[src/album_geom_pkg.sv]
package album_geom_pkg;

    // image memory side
    typedef logic [19:0] im_addr_t;    // word address into image memory
    typedef logic [23:0] pixel_t;      // rgb word, also the header word width

    // character rom side
    typedef logic [8:0]  cr_addr_t;    // 11 glyphs x 24 rows fits in 9 bits
    typedef logic [12:0] glyph_row_t;  // one font row, msb is the leftmost pixel

    // font cell size
    localparam int GLYPH_W = 13;
    localparam int GLYPH_H = 24;       // rom rows per glyph

    // frame layout, 256 pixels per line
    localparam int LINE_STRIDE = 256;
    // overlay origin: row 232, col 152 from fb base
    localparam im_addr_t TEXT_OFFSET = 20'd59544;
    localparam int NUM_CHARS = 8;      // hh:mm:ss

    // pixel colours
    localparam pixel_t PIX_ON  = 24'hFF_FFFF;  // white
    localparam pixel_t PIX_OFF = 24'h00_0000;  // black

    // header words at the bottom of image memory
    localparam im_addr_t HDR_TIME_ADDR = 20'd0;  // start time, hh mm ss bytes
    localparam im_addr_t HDR_FB_ADDR   = 20'd1;  // frame buffer base

endpackage

[src/album_time_pkg.sv]
package album_time_pkg;

    // one binary time field, hour / minute / second
    typedef logic [7:0] time_field_t;

    // single decimal digit
    typedef logic [3:0] bcd_t;

    // glyph number in the character rom
    // 0..9 are the digits, 10 is the colon
    typedef logic [3:0] glyph_idx_t;

    localparam glyph_idx_t GLYPH_COLON = 4'd10;

    // rom fetch fsm
    //   IDLE  waiting for a redraw request
    //   ADDR  rom address goes out
    //   DATA  rom read in progress
    //   HOLD  rom data valid, waiting for the row register to free up
    typedef enum logic [1:0] {
        IDLE,
        ADDR,
        DATA,
        HOLD
    } fetch_state_t;

    // header time word layout: hh in [23:16], mm in [15:8], ss in [7:0]

endpackage

[src/image_port.sv]
`timescale 1ns/1ps

module image_port
    import album_geom_pkg::*;
(
    input  logic     clk,
    input  logic     reset,
    input  pixel_t   im_q,        // data for last cycle's im_a
    input  logic     wr_en,       // write request from pixel writer
    input  im_addr_t wr_addr,
    input  pixel_t   wr_data,
    output im_addr_t im_a,
    output pixel_t   im_d,
    output logic     im_wen,      // active low
    output pixel_t   start_time,  // header word 0
    output im_addr_t fb_base,     // header word 1, held after header
    output logic     hdr_done     // one cycle pulse
);

    logic [1:0] hdr_cnt;   // 0,1,2 header phase, 3 = forwarding writes
    logic       hdr_busy;

    assign hdr_busy = (hdr_cnt != 2'd3);

    always_ff @(posedge clk) begin
        if (reset) begin
            hdr_cnt  <= 2'd0;
            im_a     <= HDR_TIME_ADDR;  // first header read already on the bus
            im_wen   <= 1'b1;
            hdr_done <= 1'b0;
        end else begin
            hdr_done <= 1'b0;
            if (hdr_busy) begin
                hdr_cnt <= hdr_cnt + 2'd1;
                if (hdr_cnt == 2'd0)
                    im_a <= HDR_FB_ADDR;  // second header read
                if (hdr_cnt == 2'd2)
                    hdr_done <= 1'b1;     // fb base lands this edge
            end else begin
                im_wen <= ~wr_en;         // low only for a real write
                if (wr_en)
                    im_a <= wr_addr;
            end
        end
    end

    // header capture and write data, one cycle behind the address
    always_ff @(posedge clk) begin
        if (hdr_cnt == 2'd1)
            start_time <= im_q;                       // word at addr 0
        if (hdr_cnt == 2'd2)
            fb_base <= im_q[$bits(im_addr_t)-1:0];    // word at addr 1
        if (!hdr_busy && wr_en)
            im_d <= wr_data;
    end

endmodule

[src/rtc_counter.sv]
`timescale 1ns/1ps

module rtc_counter
    import album_geom_pkg::*, album_time_pkg::*;
#(
    parameter int TICKS_PER_SEC = 4096
) (
    input  logic        clk,
    input  logic        reset,
    input  logic        hdr_done,    // load strobe
    input  pixel_t      start_time,  // hh mm ss packed in bytes
    output time_field_t hour,
    output time_field_t minute,
    output time_field_t second,
    output logic        sec_tick     // same edge as the time update
);

    localparam int DIV_W = $clog2(TICKS_PER_SEC);

    logic [DIV_W-1:0] div_cnt;
    logic             running;   // set once the start time is loaded
    logic             div_wrap;

    assign div_wrap = running && (div_cnt == DIV_W'(TICKS_PER_SEC - 1));

    always_ff @(posedge clk) begin
        if (reset) begin
            div_cnt  <= '0;
            running  <= 1'b0;
            sec_tick <= 1'b0;
            hour     <= '0;
            minute   <= '0;
            second   <= '0;
        end else begin
            sec_tick <= 1'b0;
            if (hdr_done) begin
                // restart the divider so the first tick is a full second away
                div_cnt <= '0;
                running <= 1'b1;
                hour    <= start_time[23:16];
                minute  <= start_time[15:8];
                second  <= start_time[7:0];
            end else if (div_wrap) begin
                div_cnt  <= '0;
                sec_tick <= 1'b1;
                if (second == 8'd59) begin
                    second <= '0;
                    if (minute == 8'd59) begin
                        minute <= '0;
                        hour   <= (hour == 8'd23) ? 8'd0 : hour + 8'd1;  // midnight
                    end else begin
                        minute <= minute + 8'd1;
                    end
                end else begin
                    second <= second + 8'd1;
                end
            end else if (running) begin
                div_cnt <= div_cnt + 1'b1;
            end
        end
    end

endmodule

[src/glyph_fetcher.sv]
`timescale 1ns/1ps

module glyph_fetcher
    import album_geom_pkg::*, album_time_pkg::*;
(
    input  logic        clk,
    input  logic        reset,
    input  logic        hdr_done,   // first redraw request
    input  logic        sec_tick,   // later redraw requests
    input  time_field_t hour,
    input  time_field_t minute,
    input  time_field_t second,
    input  glyph_row_t  cr_q,       // rom data, one cycle after cr_a
    output cr_addr_t    cr_a,
    output glyph_row_t  row_bits,
    output logic [2:0]  row_char,   // character position 0..7
    output logic [4:0]  row_line,   // row inside the glyph 0..23
    output logic        row_valid,
    input  logic        row_ready
);

    fetch_state_t state;
    logic         pend;                 // one redraw request held
    glyph_idx_t   glyphs [NUM_CHARS];   // time snapshot as glyph numbers
    logic [2:0]   char_cnt;
    logic [4:0]   line_cnt;
    glyph_idx_t   cur_glyph;
    cr_addr_t     rom_addr;
    logic         start;
    logic         last_line;
    logic         last_row;
    logic         load;                 // rom data moves into the row register

    function automatic bcd_t bcd_tens(input time_field_t v);
        return bcd_t'(v / 8'd10);
    endfunction

    function automatic bcd_t bcd_ones(input time_field_t v);
        return bcd_t'(v % 8'd10);
    endfunction

    assign cur_glyph = glyphs[char_cnt];
    assign rom_addr  = cr_addr_t'(cur_glyph) * cr_addr_t'(GLYPH_H) + cr_addr_t'(line_cnt);
    assign start     = (state == IDLE) && pend;
    assign last_line = (line_cnt == 5'(GLYPH_H - 1));
    assign last_row  = last_line && (char_cnt == 3'(NUM_CHARS - 1));
    assign load      = (state == HOLD) && (!row_valid || row_ready);  // free or leaving

    // request flag, a new request wins over the clear
    always_ff @(posedge clk) begin
        if (reset)
            pend <= 1'b0;
        else if (hdr_done || sec_tick)
            pend <= 1'b1;
        else if (start)
            pend <= 1'b0;
    end

    // time is already updated by the cycle pend is seen
    always_ff @(posedge clk) begin
        if (start) begin
            glyphs[0] <= bcd_tens(hour);
            glyphs[1] <= bcd_ones(hour);
            glyphs[2] <= GLYPH_COLON;
            glyphs[3] <= bcd_tens(minute);
            glyphs[4] <= bcd_ones(minute);
            glyphs[5] <= GLYPH_COLON;
            glyphs[6] <= bcd_tens(second);
            glyphs[7] <= bcd_ones(second);
        end
    end

    always_ff @(posedge clk) begin
        if (reset) begin
            state     <= IDLE;
            char_cnt  <= '0;
            line_cnt  <= '0;
            cr_a      <= '0;
            row_valid <= 1'b0;
        end else begin
            if (load)
                row_valid <= 1'b1;
            else if (row_ready)
                row_valid <= 1'b0;  // taken by the writer
            case (state)
                IDLE: begin
                    if (pend) begin
                        char_cnt <= '0;
                        line_cnt <= '0;
                        state    <= ADDR;
                    end
                end
                ADDR: begin
                    cr_a  <= rom_addr;  // glyph * 24 + line
                    state <= DATA;
                end
                DATA: state <= HOLD;    // rom read in flight
                HOLD: begin
                    if (load) begin
                        if (last_line) begin
                            line_cnt <= '0;
                            char_cnt <= char_cnt + 3'd1;
                        end else begin
                            line_cnt <= line_cnt + 5'd1;
                        end
                        state <= last_row ? IDLE : ADDR;
                    end
                end
                default: state <= IDLE;
            endcase
        end
    end

    // row payload, stable while row_valid waits
    always_ff @(posedge clk) begin
        if (load) begin
            row_bits <= cr_q;
            row_char <= char_cnt;
            row_line <= line_cnt;
        end
    end

endmodule

[src/pixel_writer.sv]
`timescale 1ns/1ps

module pixel_writer
    import album_geom_pkg::*;
(
    input  logic       clk,
    input  logic       reset,
    input  im_addr_t   fb_base,
    input  glyph_row_t row_bits,
    input  logic [2:0] row_char,
    input  logic [4:0] row_line,
    input  logic       row_valid,
    output logic       row_ready,
    output logic       wr_en,     // one pixel write per cycle
    output im_addr_t   wr_addr,
    output pixel_t     wr_data
);

    glyph_row_t shift_q;    // current pixel sits in the msb
    logic [3:0] col_cnt;    // column inside the row, 0..12
    logic       last_col;
    logic       accept;
    im_addr_t   row_start;

    assign last_col  = (col_cnt == 4'(GLYPH_W - 1));
    assign row_ready = !wr_en || last_col;  // idle, or finishing the row
    assign accept    = row_valid && row_ready;

    // first pixel of the row in the frame buffer
    assign row_start = fb_base + TEXT_OFFSET
                     + im_addr_t'(row_char) * im_addr_t'(GLYPH_W)
                     + im_addr_t'(row_line) * im_addr_t'(LINE_STRIDE);

    assign wr_data = shift_q[GLYPH_W-1] ? PIX_ON : PIX_OFF;

    always_ff @(posedge clk) begin
        if (reset) begin
            wr_en   <= 1'b0;
            col_cnt <= '0;
        end else if (accept) begin
            wr_en   <= 1'b1;  // back to back rows keep wr_en high
            col_cnt <= '0;
        end else if (wr_en) begin
            if (last_col)
                wr_en <= 1'b0;
            else
                col_cnt <= col_cnt + 4'd1;
        end
    end

    // address walk and bit shift
    always_ff @(posedge clk) begin
        if (accept) begin
            wr_addr <= row_start;
            shift_q <= row_bits;
        end else if (wr_en) begin
            wr_addr <= wr_addr + im_addr_t'(1);  // next column
            shift_q <= shift_q << 1;
        end
    end

endmodule

[src/photo_clock_top.sv]
`timescale 1ns/1ps

module photo_clock_top
    import album_geom_pkg::*, album_time_pkg::*;
#(
    parameter int TICKS_PER_SEC = 4096  // clock cycles per second
) (
    input  logic       clk,
    input  logic       reset,
    input  pixel_t     im_q,
    input  glyph_row_t cr_q,
    output im_addr_t   im_a,
    output pixel_t     im_d,
    output logic       im_wen,
    output cr_addr_t   cr_a
);

    // header stage outputs
    pixel_t      start_time;
    im_addr_t    fb_base;
    logic        hdr_done;
    // time stage
    time_field_t hour;
    time_field_t minute;
    time_field_t second;
    logic        sec_tick;
    // glyph row handshake
    glyph_row_t  row_bits;
    logic [2:0]  row_char;
    logic [4:0]  row_line;
    logic        row_valid;
    logic        row_ready;
    // pixel writes back to the port
    logic        wr_en;
    im_addr_t    wr_addr;
    pixel_t      wr_data;

    image_port image_port_i (
        .clk        (clk),
        .reset      (reset),
        .im_q       (im_q),
        .wr_en      (wr_en),
        .wr_addr    (wr_addr),
        .wr_data    (wr_data),
        .im_a       (im_a),
        .im_d       (im_d),
        .im_wen     (im_wen),
        .start_time (start_time),
        .fb_base    (fb_base),
        .hdr_done   (hdr_done)
    );

    rtc_counter #(
        .TICKS_PER_SEC (TICKS_PER_SEC)
    ) rtc_counter_i (
        .clk        (clk),
        .reset      (reset),
        .hdr_done   (hdr_done),
        .start_time (start_time),
        .hour       (hour),
        .minute     (minute),
        .second     (second),
        .sec_tick   (sec_tick)
    );

    glyph_fetcher glyph_fetcher_i (
        .clk       (clk),
        .reset     (reset),
        .hdr_done  (hdr_done),
        .sec_tick  (sec_tick),
        .hour      (hour),
        .minute    (minute),
        .second    (second),
        .cr_q      (cr_q),
        .cr_a      (cr_a),
        .row_bits  (row_bits),
        .row_char  (row_char),
        .row_line  (row_line),
        .row_valid (row_valid),
        .row_ready (row_ready)
    );

    pixel_writer pixel_writer_i (
        .clk       (clk),
        .reset     (reset),
        .fb_base   (fb_base),
        .row_bits  (row_bits),
        .row_char  (row_char),
        .row_line  (row_line),
        .row_valid (row_valid),
        .row_ready (row_ready),
        .wr_en     (wr_en),
        .wr_addr   (wr_addr),
        .wr_data   (wr_data)
    );

endmodule

[config.mk]
export PLATFORM = sky130hd
export DESIGN_NAME = photo_clock_top
export DESIGN_NICKNAME = d
export VERILOG_FILES = /design/src/album_geom_pkg.sv /design/src/album_time_pkg.sv /design/src/image_port.sv /design/src/rtc_counter.sv /design/src/glyph_fetcher.sv /design/src/pixel_writer.sv /design/src/photo_clock_top.sv
export SDC_FILE = /design/constraint.sdc
export NUM_CORES = 1
export LEC_CHECK = 0
export BUFFER_PORTS_ARGS = -buffer_cell sky130_fd_sc_hd__buf_2
export CAP_MARGIN = 20
export CORE_MARGIN = 2
export CORE_UTILIZATION = 41
export CTS_BUF_LIST = sky130_fd_sc_hd__clkbuf_8
export DETAILED_ROUTE_END_ITERATION = 10
export MAX_ROUTING_LAYER = met4
export PLACE_DENSITY = 0.66
export RECOVER_POWER = 25
export SYNTH_ARGS = -nofsm -noshare
export SYNTH_HDL_FRONTEND = slang
export SYNTH_SLANG_ARGS = --single-unit
[constraint.sdc]
create_clock -name clk -period 5.65 [get_ports clk]
set_input_delay 1.13 -clock clk [delete_from_list [all_inputs] [get_ports clk]]
set_output_delay 1.13 -clock clk [all_outputs]
set_load 0.01 [all_outputs]
==> results_dict.tcl <==
set metrics [dict create \
    path_cells "buf_2 > clkbuf_1 > or3_1 > nor2_1" \
    p_leak_nw 4.98 \
    period_minus_slack_ns 4.12 \
    grt_setup_unrepaired "false" \
    finalInstanceArea_mm2 0.0132 \
    grt_pass1_wl_um 42200 \
    finalSetupViolations 0 \
    cp_slowest_cell "clkbuf_1" \
    critPathMaxFanout 77 \
    end_kind "register" \
    postCtsSetupRepairBufs 0 \
    rows 62 \
    critPathMaxStageDelay_ns 2.59 \
    dpl_worst_slack_ns 1.71 \
    track_usage 0.172 \
    cts_root_buf "clkbuf_8" \
    synth_cell_type_count 84 \
    reg2reg_from "glyph_fetcher_i.row_char[0]" \
    cts_max_path_buffers 3 \
    grt_pass1_vias 8340 \
    switchingPower_mw 1.03 \
    internal_power_mw 2.73 \
    avgSynthCellArea_um2 9.94 \
    die_h_um 175 \
    pwr-share-comb 0.151 \
    clock_latency_ns 0.53 \
    gp_congestion 0.859 \
    drive_gt1_frac 0.127 \
    dieArea_mm2 0.0305 \
    wl_per_cell_um 15.4 \
    maxSlewViolCount 103 \
    ir_worst_vdd_mv 0.169 \
    cts_tree "built" \
    hold_buffers 0 \
    ys_ff_latch 214 \
    htree_levels 2 \
    p_clk_frac 0.368 \
    synth_warnings 0 \
    worstHoldPathType "reg2reg" \
    synthArstFlopShare 0 \
    clk_pin_slew_ns 0.06 \
    violations "max-capacitance violations, max-slew violations" \
    max_freq_ghz 0.243 \
    crit_type "in2reg" \
    port_buffers 92 \
    io_pins 93 \
    grt_max_degree 78 \
    drv_cap 2 \
    place_area_mm2 0.0125 \
    seqPwrFrac 0.481 \
    synth.net_count 1319 \
    hold_start "pixel_writer_i.shift_q[12]" \
    grt.overflow.total 0 \
    drt_wl_total_um 25600 \
    first_iter_violations 634 \
    cp-start-kind "input port" \
    cp_top_family "buffers and inverters" \
    vias_per_cell 5.34 \
    antenna_found_initial 0 \
    layout_commonest_cell "nor2_1" \
    synthFlopType "edfxtp_1" \
    synth_largest_area_cell "edfxtp_1" \
    clock_skew_ns 0.0226 \
    p_per_area_mw_per_mm2 285 \
    path_buf_inv 2 \
    die_w_um 175 \
    ant_nets 0 \
    first_pass_iters 5 \
    vias 8894 \
    antenna_cells 0 \
    clock-sinks 214 \
    finalHoldViolations 0 \
    core_area_mm2 0.0287 \
    synthTopCellsByArea "edfxtp_1 (31%), dfxtp_1 (15%), ha_1 (7.7%)" \
    relSlewSlack -1.49 \
    netlist_area_mm2 0.0119 \
    cts.repair.resized 0 \
    fin_util 0.460 \
    crit_required_ns 6.05 \
    power_switching_share 0.274 \
    synth_cells 1201 \
    start_util 0.416 \
    status "complete, but fails checks" \
    setup_slack_ns 1.53 \
    dpl.hpwl_um 17800 \
    timing.final.crit_share 0.729 \
    worst_ep_arrival_time_ns 4.52 \
    setup_tns_ns 0 \
    setup.worst_path.start "reset" \
    cts_inserted_buffers 37 \
    synth_edf_count 123 \
    layout_common_cells "nor2_1 (143), edfxtp_1 (123), dfxtp_1 (91)" \
    drc 0 \
    nets 1372 \
    synth_top_area_frac 0.309 \
    ys_seq_area_frac 0.462 \
    worstMarginPinSlew_ns 3.73 \
    area_growth_pct 10.7 \
]
==> worst paths after layout <==
| path | end | slack [ns] | depth (start not counted) |
|---|---|---|---|
| setup reg to reg | pixel_writer_i.wr_addr[16] | 1.72 | 14 |
| hold / removal | image_port_i.im_d[22] | 0.42 | 0 |
| setup / recovery | rtc_counter_i.div_cnt[7] | 1.53 | 4 |
| hold reg to reg | image_port_i.im_d[22] | 0.42 | 0 |
==> registers in the layout, indices dropped and copies added (netlist names), 2 cells and up, named ones only <==
| register | cells |
|---|---|
| glyph_fetcher_i.glyphs | 24 |
| image_port_i.start_time | 24 |
| image_port_i.fb_base | 20 |
| image_port_i.im_a | 20 |
| pixel_writer_i.wr_addr | 20 |
| glyph_fetcher_i.row_bits | 13 |
| pixel_writer_i.shift_q | 13 |
| rtc_counter_i.div_cnt | 12 |
| glyph_fetcher_i.cr_a | 9 |
| rtc_counter_i.hour | 8 |
| rtc_counter_i.minute | 8 |
| rtc_counter_i.second | 8 |
| glyph_fetcher_i.line_cnt | 5 |
| glyph_fetcher_i.row_line | 5 |
| pixel_writer_i.col_cnt | 4 |
| glyph_fetcher_i.char_cnt | 3 |
| glyph_fetcher_i.row_char | 3 |
| glyph_fetcher_i.state | 2 |
| image_port_i.hdr_cnt | 2 |
==> synth_stat cells, drive strengths merged (8+ instances only) <==
cell type and n:
and3 17, a221oi 11, o31ai 8, buf 41, nor2b 14, inv 55
nand2b 21, xnor2 38, nor3 21, clkbuf 44, nand2 82, edfxtp 123
mux2 19, nor2 144, a22oi 33, nand4 13, a21oi 59, mux2i 22
a31oi 9, xor2 28, nand3 32, ha 73, o21a 9, dfxtp 91
a211oi 22, o21ai 56
==> cell families after synthesis <==
family                   synth area share
buffers and inverters              0.0536
XOR/XNOR                           0.0484
AO/OA/AOI/OAI                       0.161
adder cells (fa/ha/maj)            0.0875
flip-flops                          0.462
multiplexers                       0.0364
AND/OR/NAND/NOR                     0.151
==> power by group through the flow <==
stage / logic [mW] / clock network [mW] / registers, mW
6_report: 0.568 / 1.39 / 1.81
5_1_grt: 0.642 / 1.49 / 1.82
4_1_cts: 0.573 / 1.42 / 1.81
3_5_place_dp: 0.572 / 0 / 1.84
3_3_place_gp: 0.560 / 0 / 1.84
2_1_floorplan: 0.436 / 0 / 1.81
==> worst register-to-register path: stages, from the launching register on <==
cell      delay (ns)
edfxtp_1        0.42
ha_1            0.29
inv_1           0.04
fa_1            0.47
inv_1           0.04
ha_1            0.33
fa_1            0.48
a21oi_1         0.19
o211ai_1        0.17
a221oi_1        0.37
a21oi_1         0.19
a21o_1          0.22
a21oi_1         0.19
xor2_1          0.17
a21oi_1         0.08
==> final cells by class <==
class                      count  area [µm²]
clock buffer                  41         564
clock inverter                26         161
fill                        2733       15500
inverter                      56         210
multi-input combinational    846        5790
sequential                   214        5520
tap                          384         480
timing repair buffer          99         489
==> per-layer routing <==
layer,routed length [µm],share of wire,GRT usage
met1,12400,0.48,0.240
met2,11600,0.45,0.265
met3,1280,0.050,0.0246
met4,349,0.014,0.0458
met5,0,0,-
==> through the flow <==
step | hold WS (ns) | std cells | power [mW]
floorplan | 0.400 | 1201 | 2.25
global placement | 0.403 | 1598 | 2.40
detailed placement | 0.412 | 1598 | 2.41
CTS | 0.425 | 1665 | 3.80
global route | 0.439 | 1666 | 3.95
finish | 0.421 | 1666 | 3.76
No activity file was read; power rests on OpenSTA's default activity.
